## src/lockstep_settings.svh

```systemverilog
/*
  Build-time settings for the lockstep checker and its core.
  LOCKSTEP_OFFSET must be 2 or more.
  XLEN and SEL_W must keep XLEN == 8 * SEL_W.
*/
`ifndef LOCKSTEP_SETTINGS_SVH
`define LOCKSTEP_SETTINGS_SVH

// Cycles the shadow core lags the main core
`define LOCKSTEP_OFFSET 2

// Bus geometry
`define XLEN  32
`define SEL_W 4

// Words summed per job
`define SUM_WORDS 4

// Byte offset of the result from the boot address
`define RESULT_OFFSET 64

`endif
```

## src/lockstep_pkg.sv

```systemverilog
/*
  Shared types for the lockstep checker.
  Widths follow lockstep_settings.svh.
*/
`include "lockstep_settings.svh"

package lockstep_pkg;

  // One bus word, used for both addresses and data
  typedef logic [`XLEN-1:0] word_t;

  // Wishbone byte select
  typedef logic [`SEL_W-1:0] sel_t;

  // Wide enough to hold LOCKSTEP_OFFSET itself
  typedef logic [$clog2(`LOCKSTEP_OFFSET + 1)-1:0] offset_cnt_t;

  // sum_core job sequence
  typedef enum logic [1:0] {
    CS_IDLE  = 2'd0,
    CS_READ  = 2'd1,
    CS_WRITE = 2'd2
  } core_state_e;

endpackage

```

## src/lockstep_top.sv

```systemverilog
/*
  Lockstep checker for sum_core.
  Runs a shadow sum_core LOCKSTEP_OFFSET cycles behind the main core and
  compares its outputs with the delayed main-core outputs.
  boot_addr_i goes to the shadow core undelayed and must be static.
  alert_major_o is combinational from registers and delay lines.
*/
`timescale 1ns/1ps
`include "lockstep_settings.svh"

module lockstep_top (
  input  logic                 clk_i,
  input  logic                 rst_ni,

  input  lockstep_pkg::word_t  boot_addr_i,

  // Main core inputs
  input  logic                 core_start_i,
  input  lockstep_pkg::word_t  core_wb_dat_i,
  input  logic                 core_wb_ack_i,
  input  logic                 core_wb_err_i,

  // Main core outputs
  input  logic                 core_wb_cyc_i,
  input  logic                 core_wb_stb_i,
  input  logic                 core_wb_we_i,
  input  lockstep_pkg::word_t  core_wb_adr_i,
  input  lockstep_pkg::word_t  core_wb_dat_o_i,
  input  lockstep_pkg::sel_t   core_wb_sel_i,
  input  logic                 core_busy_i,

  output logic                 alert_major_o,
  output logic                 alert_minor_o
);

  import lockstep_pkg::*;

  localparam int unsigned IN_W  = `XLEN + 3;
  localparam int unsigned OUT_W = 2 * `XLEN + `SEL_W + 4;

  //////////////////////////////////////////////////
  // Reset generation
  //////////////////////////////////////////////////

  logic shadow_rst_n;

  shadow_reset_gen u_rst_gen (
    .clk_i         (clk_i),
    .rst_ni        (rst_ni),
    .shadow_rst_no (shadow_rst_n)
  );

  //////////////////////////////////////////////////
  // Input and output delays
  //////////////////////////////////////////////////

  logic [IN_W-1:0]  core_inputs;
  logic [IN_W-1:0]  shadow_inputs;
  logic [OUT_W-1:0] core_outputs;
  logic [OUT_W-1:0] core_outputs_q;

  assign core_inputs = {core_start_i, core_wb_dat_i, core_wb_ack_i, core_wb_err_i};

  // Field order here must match shadow_outputs below
  assign core_outputs = {core_wb_cyc_i, core_wb_stb_i, core_wb_we_i, core_wb_adr_i,
                         core_wb_dat_o_i, core_wb_sel_i, core_busy_i};

  lockstep_delay_line #(
    .WIDTH (IN_W)
  ) u_in_delay (
    .clk_i  (clk_i),
    .data_i (core_inputs),
    .data_o (shadow_inputs)
  );

  lockstep_delay_line #(
    .WIDTH (OUT_W)
  ) u_out_delay (
    .clk_i  (clk_i),
    .data_i (core_outputs),
    .data_o (core_outputs_q)
  );

  //////////////////////////////////////////////////
  // Shadow core
  //////////////////////////////////////////////////

  logic  shadow_start;
  word_t shadow_wb_rdata;
  logic  shadow_wb_ack;
  logic  shadow_wb_err;

  logic  shadow_wb_cyc;
  logic  shadow_wb_stb;
  logic  shadow_wb_we;
  word_t shadow_wb_adr;
  word_t shadow_wb_wdata;
  sel_t  shadow_wb_sel;
  logic  shadow_busy;
  logic  shadow_alert_minor;

  logic [OUT_W-1:0] shadow_outputs;

  assign {shadow_start, shadow_wb_rdata, shadow_wb_ack, shadow_wb_err} = shadow_inputs;

  sum_core u_shadow_core (
    .clk_i         (clk_i),
    .rst_ni        (shadow_rst_n),
    .boot_addr_i   (boot_addr_i),
    .start_i       (shadow_start),
    .wb_cyc_o      (shadow_wb_cyc),
    .wb_stb_o      (shadow_wb_stb),
    .wb_we_o       (shadow_wb_we),
    .wb_adr_o      (shadow_wb_adr),
    .wb_dat_o      (shadow_wb_wdata),
    .wb_sel_o      (shadow_wb_sel),
    .wb_dat_i      (shadow_wb_rdata),
    .wb_ack_i      (shadow_wb_ack),
    .wb_err_i      (shadow_wb_err),
    .busy_o        (shadow_busy),
    .alert_minor_o (shadow_alert_minor)
  );

  assign shadow_outputs = {shadow_wb_cyc, shadow_wb_stb, shadow_wb_we, shadow_wb_adr,
                           shadow_wb_wdata, shadow_wb_sel, shadow_busy};

  //////////////////////////////////////////////////
  // Compare
  //////////////////////////////////////////////////

  // Delay line holds junk until the shadow core is out of reset
  assign alert_major_o = shadow_rst_n & (shadow_outputs != core_outputs_q);
  assign alert_minor_o = shadow_alert_minor;

endmodule

```

## src/lockstep_delay_line.sv

```systemverilog
/*
  Delays a flat bus by exactly LOCKSTEP_OFFSET cycles.
  No reset, so the output is unknown for the first LOCKSTEP_OFFSET cycles.
  Users must ignore it until then.
*/
`timescale 1ns/1ps
`include "lockstep_settings.svh"

module lockstep_delay_line #(
  parameter int unsigned WIDTH = 1
) (
  input  logic             clk_i,
  input  logic [WIDTH-1:0] data_i,
  output logic [WIDTH-1:0] data_o
);

  // Entry 0 is the oldest
  logic [WIDTH-1:0] stage_q [`LOCKSTEP_OFFSET];

  always_ff @(posedge clk_i) begin
    for (int unsigned i = 0; i < `LOCKSTEP_OFFSET - 1; i++) begin
      stage_q[i] <= stage_q[i+1];
    end
    stage_q[`LOCKSTEP_OFFSET-1] <= data_i;
  end

  assign data_o = stage_q[0];

endmodule

```

## src/shadow_reset_gen.sv

```systemverilog
/*
  Releases the shadow core's reset LOCKSTEP_OFFSET cycles after the system.
  The output is registered and drops asynchronously with rst_ni.
*/
`timescale 1ns/1ps
`include "lockstep_settings.svh"

module shadow_reset_gen (
  input  logic clk_i,
  input  logic rst_ni,
  output logic shadow_rst_no
);

  import lockstep_pkg::*;

  offset_cnt_t cnt_d, cnt_q;
  logic        set_d, set_q;

  // Count up once, then hold
  assign set_d = (cnt_q == offset_cnt_t'(`LOCKSTEP_OFFSET - 1));
  assign cnt_d = set_d ? cnt_q : (cnt_q + offset_cnt_t'(1));

  always_ff @(posedge clk_i or negedge rst_ni) begin
    if (!rst_ni) begin
      cnt_q <= '0;
      set_q <= 1'b0;
    end else begin
      cnt_q <= cnt_d;
      set_q <= set_d;
    end
  end

  assign shadow_rst_no = set_q;

endmodule

```

## src/sum_core.sv

```systemverilog
/*
  Wishbone classic bus master that sums a block of words.
  A start pulse reads SUM_WORDS words from boot_addr_i upward, then writes
  the 32-bit wrapped sum to boot_addr_i + RESULT_OFFSET.
  A read ending in err adds zero and pulses alert_minor_o in that cycle.
  boot_addr_i must stay constant while a job runs.
  start_i is ignored while busy.
*/
`timescale 1ns/1ps
`include "lockstep_settings.svh"

module sum_core (
  input  logic                 clk_i,
  input  logic                 rst_ni,

  input  lockstep_pkg::word_t  boot_addr_i,
  input  logic                 start_i,

  output logic                 wb_cyc_o,
  output logic                 wb_stb_o,
  output logic                 wb_we_o,
  output lockstep_pkg::word_t  wb_adr_o,
  output lockstep_pkg::word_t  wb_dat_o,
  output lockstep_pkg::sel_t   wb_sel_o,
  input  lockstep_pkg::word_t  wb_dat_i,
  input  logic                 wb_ack_i,
  input  logic                 wb_err_i,

  output logic                 busy_o,
  output logic                 alert_minor_o
);

  import lockstep_pkg::*;

  localparam int unsigned CNT_W = (`SUM_WORDS > 1) ? $clog2(`SUM_WORDS) : 1;

  core_state_e      state_d, state_q;
  logic [CNT_W-1:0] word_cnt_d, word_cnt_q;
  word_t            sum_d, sum_q;

  logic             bus_done;
  logic             last_word;
  word_t            rd_adr;
  word_t            wr_adr;

  // Transfer ends on either ack or err
  assign bus_done  = wb_ack_i | wb_err_i;
  assign last_word = (word_cnt_q == CNT_W'(`SUM_WORDS - 1));

  assign rd_adr = boot_addr_i + (word_t'(word_cnt_q) << 2);
  assign wr_adr = boot_addr_i + word_t'(`RESULT_OFFSET);

  //////////////////////////////////////////////////
  // Job sequencing
  //////////////////////////////////////////////////

  always_comb begin
    state_d    = state_q;
    word_cnt_d = word_cnt_q;
    sum_d      = sum_q;

    unique case (state_q)
      CS_IDLE: begin
        if (start_i) begin
          state_d    = CS_READ;
          word_cnt_d = '0;
          sum_d      = '0;
        end
      end

      CS_READ: begin
        if (bus_done) begin
          // Errored word counts as zero
          if (!wb_err_i) begin
            sum_d = sum_q + wb_dat_i;
          end
          if (last_word) begin
            state_d = CS_WRITE;
          end else begin
            word_cnt_d = word_cnt_q + CNT_W'(1);
          end
        end
      end

      CS_WRITE: begin
        if (bus_done) begin
          state_d = CS_IDLE;
        end
      end

      default: begin
        state_d = CS_IDLE;
      end
    endcase
  end

  always_ff @(posedge clk_i or negedge rst_ni) begin
    if (!rst_ni) begin
      state_q    <= CS_IDLE;
      word_cnt_q <= '0;
      sum_q      <= '0;
    end else begin
      state_q    <= state_d;
      word_cnt_q <= word_cnt_d;
      sum_q      <= sum_d;
    end
  end

  //////////////////////////////////////////////////
  // Bus outputs
  //////////////////////////////////////////////////

  // Back-to-back reads keep cyc and stb high, the address just moves on
  assign wb_cyc_o = (state_q != CS_IDLE);
  assign wb_stb_o = (state_q != CS_IDLE);
  assign wb_we_o  = (state_q == CS_WRITE);
  assign wb_adr_o = (state_q == CS_WRITE) ? wr_adr : rd_adr;
  assign wb_dat_o = sum_q;

  // Full-word accesses only
  assign wb_sel_o = '1;

  // Low again in the cycle after the write is acknowledged
  assign busy_o = (state_q != CS_IDLE);

  assign alert_minor_o = (state_q == CS_READ) & wb_err_i;

endmodule

```

## config.mk

```make
export PLATFORM = sky130hd
export DESIGN_NAME = lockstep_top
export DESIGN_NICKNAME = d
export VERILOG_FILES = /design/src/lockstep_pkg.sv /design/src/lockstep_top.sv /design/src/lockstep_delay_line.sv /design/src/shadow_reset_gen.sv /design/src/sum_core.sv
export VERILOG_INCLUDE_DIRS = /design/src /design/src/src
export SDC_FILE = /design/constraint.sdc
export NUM_CORES = 1
export LEC_CHECK = 0
export ABC_AREA = 1
export BUFFER_PORTS_ARGS = -buffer_cell sky130_fd_sc_hd__clkbuf_2
export CAP_MARGIN = 20
export CORE_AREA = 2 2 120 180
export CTS_BUF_LIST = sky130_fd_sc_hd__clkbuf_4
export DETAILED_ROUTE_END_ITERATION = 10
export DIE_AREA = 0 0 122 182
export PLACE_DENSITY = 0.75
export SLEW_MARGIN = 20
export SYNTH_ARGS = -nofsm -noshare
export SYNTH_HDL_FRONTEND = slang
export SYNTH_HIERARCHICAL = 1
export SYNTH_SLANG_ARGS = --single-unit
```

## constraint.sdc

```tcl
create_clock -name clk_i -period 3.12 [get_ports clk_i]
set_input_delay 0.312 -clock clk_i [delete_from_list [all_inputs] [get_ports clk_i]]
set_output_delay 0.312 -clock clk_i [all_outputs]
set_load 0.005 [all_outputs]
```

# Word-level counts from Yosys, hierarchy flattened
# Memories as Yosys holds them, arrays and structs flattened.
# Cells that the tools add are included.
classes:
  eq_ne: 11
  addsub: 5
  reduce_logical: 6
  mux: 14
  n_bitwise: 3
op_table:
  columns: ["op", "count"]
  rows:
  - ["32-bit 2-to-1 mux", 4]
  - ["72-bit != test", 1]
  - ["32-bit one-hot mux with 2 select lines", 1]
  - ["32-bit adder", 1]
  - ["32-bit by 4-bit adder with 32-bit output", 1]
  - ["32-bit by 7-bit adder with 32-bit output (second input constant)", 1]
  - ["2-bit 2-to-1 mux", 7]
  - ["4-bit AND reduction", 3]
  - ["2-bit by 1-bit != test with 1-bit output (second input constant)", 3]
  - ["2-bit != test (second input constant)", 3]
  - ["2-bit one-hot mux with 3 select lines", 1]
  - ["2-bit by 1-bit adder with 2-bit output (second input constant)", 2]
  - ["2-bit by 1-bit == test with 1-bit output (second input constant)", 2]
  - ["2-bit == test (second input constant)", 2]
  - ["2-bit one-hot mux with 2 select lines", 1]
  - ["2-bit nonzero test", 2]
  - ["1-bit bitwise AND", 2]
  - ["2-bit logical NOT", 1]
  - ["1-bit OR", 1]
totals:
  ram_bits: 214
  output_inout_bits: 2
  regBits: 39
  elab_cells: 46
  mem_count: 2
  inputBits: 141
memory_table:
  columns: ["name", "depth", "width", "read_ports", "rd_ports_with_merged_regs", "write_ports", "line", "rtl"]
  rows:
  - ["u_out_delay.stage_q", 2, 72, 2, 0, 2, "lockstep_delay_line.sv:18", "logic [WIDTH-1:0] stage_q [`LOCKSTEP_OFFSET];"]
  - ["u_in_delay.stage_q", 2, 35, 2, 0, 2, "lockstep_delay_line.sv:18", null]

# Depth between registers and ports, before layout
# Gate-level depths: netlist (run 1).
# An unclocked memory read counts as a cell.
depth:
  depth_word: 5
  ltp_mapped: 20
  depth_no_buf: 20

# Modules after synthesis
# Netlist (run 1), hierarchy kept.
by_module_without_submodules:
  columns: ["module", "cells_each", "seq_area_each_um2", "area_per_inst_um2", "n_inst"]
  rows:
  - ["sum_core", 838, 900.9, 4782.1, 1]
  - ["lockstep_delay_line (u_out_delay)", 216, 2882.8, 3423.3, 1]
  - ["lockstep_delay_line (u_in_delay)", 105, 1401.3, 1664.1, 1]
  - ["lockstep_top", 254, 0.0, 1166.1, 1]
  - ["shadow_reset_gen", 13, 75.1, 131.4, 1]

# Least setup slack after synthesis (run 1)
# OpenSTA, ideal clock, no wires.
synth_path:
  path_kind: "reg-to-output"
  from: "reg u_shadow_core.word_cnt_q[0]"
  to: "out alert_major_o"
  path_stages_with_launch: 21
  required_ns: 2.808
  path_buffers: 0
  setup_slack_ns: 0.501
  t_arrival_ns: 2.307
  path_cell_list: "dfrtp_1 -> ha_1 -> fa_1 -> nand3_1 -> nand2_4 -> inv_2 -> nor2_4 -> and2_1 -> nand2_1 -> nor2_2 -> nand2_1 -> xnor2_1 -> inv_1 -> nand2_1 -> nand2_1 -> nor2_1 -> nand2_1 -> nor2_1 -> nand3_1 -> nor2_1 -> a21oi_1"
synth_via:
  elab_chain_len: 4
synth_rtl:
  columns: ["element", "line", "rtl"]
  rows:
  - ["from (decl)", "sum_core.sv:38", "logic [CNT_W-1:0] word_cnt_d, word_cnt_q;"]
  - ["from (signal assigned)", "sum_core.sv:104", "word_cnt_q <= word_cnt_d;"]
  - ["32-bit by 4-bit adder with 32-bit output", "sum_core.sv:50", "assign rd_adr = boot_addr_i + (word_t'(word_cnt_q) << 2);"]
  - ["32-bit 2-to-1 mux", "sum_core.sv:117", "assign wb_adr_o = (state_q == CS_WRITE) ? wr_adr : rd_adr;"]
  - ["via shadow_wb_adr[30]", "lockstep_top.sv:96", "word_t shadow_wb_adr;"]
  - ["72-bit != test", "lockstep_top.sv:132", "assign alert_major_o = shadow_rst_n & (shadow_outputs != core_outputs_q);"]
  - ["1-bit bitwise AND", "lockstep_top.sv:132", null]
  - ["to (decl)", "lockstep_top.sv:32", "output logic alert_major_o,"]
# The timed path passes the listed nets, and every way through them passes these cells.

# Final worst setup path (run 1)
# Ends and elaborated chain as after synthesis.

==> impl_metrics.toml, run 1 <==
[clock_tree]
tritoncts = "built"
clkSlewWorstSetupHoldPaths_ns = 0.07
cts_root_buf = "clkbuf_4"
cts_buffers = 57
clock_latency_ns = 0.69
htreeDepth = 2
cts_max_path_buffers = 3
cts_num_sinks = 253

[synthesis]
synth_seq_area_share_pct = 47.1
synth_common_cells = "nand2_1, dfxtp_1, inv_1, nor2_1, buf_4"
netlist.area_leader.share_pct = 38.4
syn_avg_cell_area_sq_um = 7.83
synth_area_sq_um = 11200
synth-edff-count = 0
ys_ff_latch = 253
async_flop_share_pct = 15.4
netlist_instances = 1426
synth_top_cell_by_area = "dfxtp_1"
synth_area_leaders = "dfxtp_1, nand2_1, dfrtp_1, buf_4, inv_1"
synth.most_common_cell = "nand2_1"
ys.flop_type = "dfxtp_1"
synth.distinct_cells = 40
yosysWarnings = 6

[critical_path]
crit_fanout = 4
r2r_setup_slack_ns = 0.52
critical_path.startpoint = "u_shadow_core/word_cnt_q[0]"
crit_path_cell_trace = "ha_4, fa_2, nand3_2, nand2_4, nand2_1, nor3_1, buf_4, nand3b_1, xor2_1, xor2_1, nor2_1, nand2_1, nor2_1, nand2_1, nor2_1, a21oi_1, clkbuf_2"
r2r-start = "u_shadow_core/wb_dat_o[0]"
reg2reg_to = "u_shadow_core/wb_dat_o[24]"
worst-path-buf-inv = 2
cp-start-kind = "flop"
cp.arrival_ns = 3.20
path_class = "flop to primary output"
max_stage_delay_ns = 0.39
critPathRequiredTime_ns = 2.81
cp_top_family = "simple AND/OR/NAND/NOR gates"
cpMaxStageDelayCell = "dfrtp_1"
r2r_cells = 13
cp-end-kind = "primary output"

[global_route]
grt_max_degree = 37
grt_usage_pct = 24.3
grt_pass1_vias = 9155
antenna_found_initial = 1
grt_pass1_wl_um = 41800
grt.overflow.total = 0

[floorplan]
core-area_sq_um = 20700
placementRows = 65
die_h_um = 182
initial_core_util_pct = 53.8
io_pins = 143
die-area_sq_um = 22200
die_x_um = 122

[pwr]
power_w = 0.0103
power.density_nw_per_um2 = 770
p_leak_nw = 7.13
ir_drop_v = 0.000504

[run]
cap_violations = 0

[drt]
first_pass_iters = 5
drc_errors = 0
dr.first_iter.drc_count = 387
num_vias = 8859
wl_um = 26400
wire_per_inst_um = 13.6
ant_nets = 0
via_per_inst = 4.55

[timing]
tightest_slew_ns = 0.485
rsz0062_at_grt = "yes"
relSlewSlack_pct = 67.3
layout_min_cycle_time_ns = 3.51
period_share_pct = 113
maxSlewViolCount = 0
fmax_ghz = 0.285
hold_viol_final = 0
fin_skew_ns = 0.0321
tns_ns = -0.390
setup_violations = 1
setup_slack_ns = -0.390

[hold_path]
holdPathEnd = "u_out_delay/stage_q[0][75]"
whs_path_depth = 2
hp-class = "input port to flop"
hp-start = "core_wb_sel_i[2]"

[placement]
place_inst = 1727
gp_congestion = 0.967
numPortBuffers = 142
place_hpwl_um = 19200

[finish]
nets = 1811
layout.cells.non_filler = 1946
area_growth_pct = 20.0
drive_gt1_share_pct = 16.9

[status]
violations = "negative setup slack"
outcome = "finished with violations"
==> worst max path at each step <==
stage | end | slack, ns | depth (start not counted)
global route | alert_major_o | -0.66 | 21
detailed placement | alert_major_o | 0.09 | 22
global placement | alert_major_o | 0.15 | 22
finish | alert_major_o | -0.39 | 17
floorplan | alert_major_o | 0.50 | 20
CTS | alert_major_o | -0.45 | 17
==> what timing repair did <==
action,4_1_cts,5_1_grt
hold buffers,109,0
setup endpoints to repair,1,1
pin swaps,11,6
resized for setup,13,5
endpoints found under the hold margin,110,0
setup buffers,4,0
==> logic make-up after synthesis <==
kind of cell | after synthesis | synth area share, %
buf+inv | 329 | 15.2
simple gates | 676 | 24.5
compound gates | 56 | 3.04
flops | 253 | 47.1
other cells | 1 | 0.0336
fa+ha+maj | 39 | 4.50
xor+xnor | 72 | 5.65
==> metal layers <==
layer  GRT usage [%]  part of all wire, %
met2            48.1                   56
met1            22.0                   35
met4            15.1                  5.5
met5               0                    0
met3            4.15                  4.0
==> state kept, by name, summed over array words and instances, names as in the netlist <==
register,cells
u_shadow_core/wb_dat_o,32
u_rst_gen/shadow_rst_no,1
u_in_delay/stage_q,70
u_shadow_core/state_q,2
u_out_delay/stage_q,144
u_shadow_core/word_cnt_q,2
u_rst_gen/cnt_q,2
==> per-stage QoR <==
stage	setup WS [ns]	hold slack, ns	utilization, %	cell area, sq um
4_1_cts	-0.452	0.190	64.5	13400
2_1_floorplan	0.501	0.0164	-	11200
5_1_grt	-0.660	0.211	64.6	13400
3_5_place_dp	0.0933	0.116	54.8	11400
3_3_place_gp	0.147	0.114	54.8	11400
6_report	-0.390	0.259	64.6	13400
==> report_power, final <==
part	switching (W)	total (W)	leakage [nW]	internal, W
combinational	0.00227	0.00358	4.40	0.00131
sequential	0.000292	0.00392	2.26	0.00363
clock	0.00127	0.00282	0.468	0.00155
==> area by class of cell <==
type                       instances  area, sq um
fill                            1752         7340
sequential                       253         5260
multi-input combinational        847         4310
timing repair buffer             263         1890
inverter                         209          787
clock buffer                      75          563
tap                              268          335
clock inverter                    30          253
antenna                            1         2.50
==> cells in the final DEF, fill, tap and decap left out, types with 5 or more instances in the layout <==
cell,count
o21ai_2,7
dfrtp_1,38
clkbuf_4,75
dfxtp_1,214
o21ai_0,15
nor3_1,12
nand2_2,9
clkinv_1,18
a21oi_1,22
inv_1,204
inv_2,6
xnor2_1,9
nand4_1,9
nor2_1,132
dlygate4sd3_1,109
nand3_1,48
ha_1,35
bufinv_16,5
xor2_1,61
buf_4,12
nand2_1,444
clkbuf_2,142
(Power assumes the default switching activity.)
==> inputs of run 2 (changes only) <==
--- a/config.mk
+++ b/config.mk
@@ -15,3 +15,3 @@
 export DIE_AREA = 0 0 122 182
-export PLACE_DENSITY = 0.75
+export PLACE_DENSITY = 0.83
 export SLEW_MARGIN = 20
==> constraint.sdc (replaced) <==
create_clock -name clk_i -period 3.12 [get_ports clk_i]
set_input_delay 0.624 -clock clk_i [delete_from_list [all_inputs] [get_ports clk_i]]
set_output_delay 0.624 -clock clk_i [all_outputs]
set_load 0.005 [all_outputs]
==> run 2 against run 1 <==
  * The run still ends with negative setup slack left
  * Non-clock buffer count down 36
  * Count of clock-buffer cells in the layout up 10
  * Combinational power about the same
  * Largest power group unchanged
==> impl_metrics.toml, run 2 (synthesis results as in run 1) <==
[hold_path]
hp-class = "input port to flop"

[critical_path]
cp-start-kind = "flop"
crit_fanout = 4
r2r_setup_slack_ns = 0.51
critPathRequiredTime_ns = 2.50
crit_path_cell_trace = "buf_4, fa_2, nand3_2, nand2_4, inv_2, nor2_4, and2_4, nand2_1, nor2_4, nand3_1, nand2_1, nand2_1, inv_1, xor2_1, nor2_1, nand2_1, nor2_1, nand2_1, nor2_1, a21oi_1, clkbuf_2"
cp.arrival_ns = 3.16
cp-end-kind = "primary output"
path_class = "flop to primary output"
cpMostUsedCell = "nand2_1"
cpMaxStageDelayCell = "dfrtp_2"
max_stage_delay_ns = 0.46

[clock_tree]
htreeDepth = 2
cts_num_sinks = 253
tritoncts = "built"
cts_max_path_buffers = 3
clock_latency_ns = 0.67
cts_root_buf = "clkbuf_4"
clkSlewWorstSetupHoldPaths_ns = 0.07
cts_buffers = 57

[finish]
drive_gt1_share_pct = 21.0
layout_common_cells = "nand2_1, dfxtp_1, inv_1"
area_growth_pct = 14.6
largest_reg_flops = 144
layout_commonest_cell = "nand2_1"
regMostFlops = "u_out_delay/stage_q"
final_area_sq_um = 12800
nets = 1775

[timing]
rsz0062_at_grt = "yes"
setup_slack_ns = -0.666
tightest_slew_ns = 0.512
hold_viol_final = 0
setup_violations = 1
period_share_pct = 121
maxSlewViolCount = 0
fmax_ghz = 0.264
relSlewSlack_pct = 65.5
layout_min_cycle_time_ns = 3.79
fin_skew_ns = 0.0493

[global_route]
met3_usage_pct = 4.71
met2_usage_pct = 43.5
grt_pass1_vias = 8725
grt.overflow.total = 0
grt_usage_pct = 22.9
antenna_found_initial = 2
grt_max_degree = 37
grtUsageMet1_pct = 22.0
grt_pass1_wl_um = 39700
busiest_layer = "met2"

[pwr]
power.density_nw_per_um2 = 781
power_w = 0.00999
ir_drop_v = 0.000509
p_leak_nw = 6.97

[drt]
wire_per_inst_um = 13.3
dr.first_iter.drc_count = 444
via_per_inst = 4.57
ant_nets = 0
wl_um = 25400
drc_errors = 0
first_pass_iters = 5
num_vias = 8718

[run]
cap_violations = 0

[floorplan]
die_x_um = 122
initial_core_util_pct = 53.8
die_h_um = 182
placementRows = 65
core-area_sq_um = 20700
die-area_sq_um = 22200
io_pins = 143

[placement]
post-place-ws_ns = -0.370
gp_congestion = 0.964
numPortBuffers = 142
place_hpwl_um = 19600
post_dp_cell_area_sq_um = 11800

[status]
violations = "negative setup slack"
outcome = "finished with violations"
run 2: cell types whose count changed in the layout (fill, tap and decap cells not counted), moves of 2 or more:
| cell | change |
|---|---|
| buf_4 | +54 |
| bufinv_16 | -4 |
| clkbuf_4 | +10 |
| clkinv_1 | -9 |
| clkinv_2 | +2 |
| dlygate4sd3_1 | -91 |
| inv_2 | -3 |
| nand2_2 | +2 |
run 2: worst paths after layout:
check | cells after the start | to | startpoint
setup reg to reg | 13 | u_shadow_core/wb_dat_o[28] | u_shadow_core/wb_dat_o[0]
hold / removal | 1 | u_out_delay/stage_q[0][116] | core_wb_adr_i[7]
setup / recovery | 21 | alert_major_o | u_shadow_core/word_cnt_q[1]
min in group asynchronous | 2 | u_rst_gen/cnt_q[0] | rst_ni
hold reg to reg | 0 | u_in_delay/stage_q[0][33] | u_in_delay/stage_q[0][68]
max in group asynchronous | 1 | u_shadow_core/wb_dat_o[22] | u_rst_gen/shadow_rst_no
run 2: routing by layer:
metal	wire [um]	vias to the layer above	share of wire, %
li1	-	4561	-
met1	9150	3865	36
met2	13700	225	54
met3	1280	67	5.0
met4	1340	0	5.3
met5	0	-	0
run 2: worst max-delay path, delay by kind of cell, from the launching register on:
kind,cells,cell delay [ns]
xor+xnor,1,0.13
fa+ha+maj,1,0.36
simple gates,14,1.10
compound gates,1,0.08
flops,1,0.46
buf+inv,4,0.37
run 2: timing repair:
action                                  in CTS  in global routing
hold endpoints to repair                    19                  1
pin swaps                                    0                 10
endpoints found under the setup margin       1                  1
buffers inserted                             0                  3
resized for setup                            4                  8
hold buffers                                17                  1
run 2: metrics by stage:
stage / setup TNS [ns] / std cells / utilization [%] / hold slack, ns
2_1_floorplan: 0 / 1429 / - / 0.310
3_3_place_gp: -0.345 / 1783 / 56.9 / 0.310
3_5_place_dp: -0.370 / 1783 / 56.9 / 0.312
4_1_cts: -0.714 / 1901 / 61.3 / 0.000263
5_1_grt: -0.877 / 1907 / 61.7 / 0.00160
6_report: -0.666 / 1907 / 61.7 / 0.0633
run 2: report_power, final:
group	total (W)	leakage (nW)	internal [W]	switching [W]
sequential	0.00392	2.26	0.00363	0.000296
clock	0.00251	0.443	0.00133	0.00118
combinational	0.00357	4.27	0.00130	0.00227
total	0.00999	6.97	0.00625	0.00374
run 2: layout make-up:
type | count | area, sq um
Fill cell | 1785 | 7940
Sequential cell | 253 | 5260
Antenna cell | 2 | 5.00
Inverter | 209 | 787
Clock buffer | 85 | 638
Tap cell | 268 | 335
Multi-Input combinational cell | 847 | 4280
Timing Repair Buffer | 227 | 1400
Clock inverter | 16 | 93.8
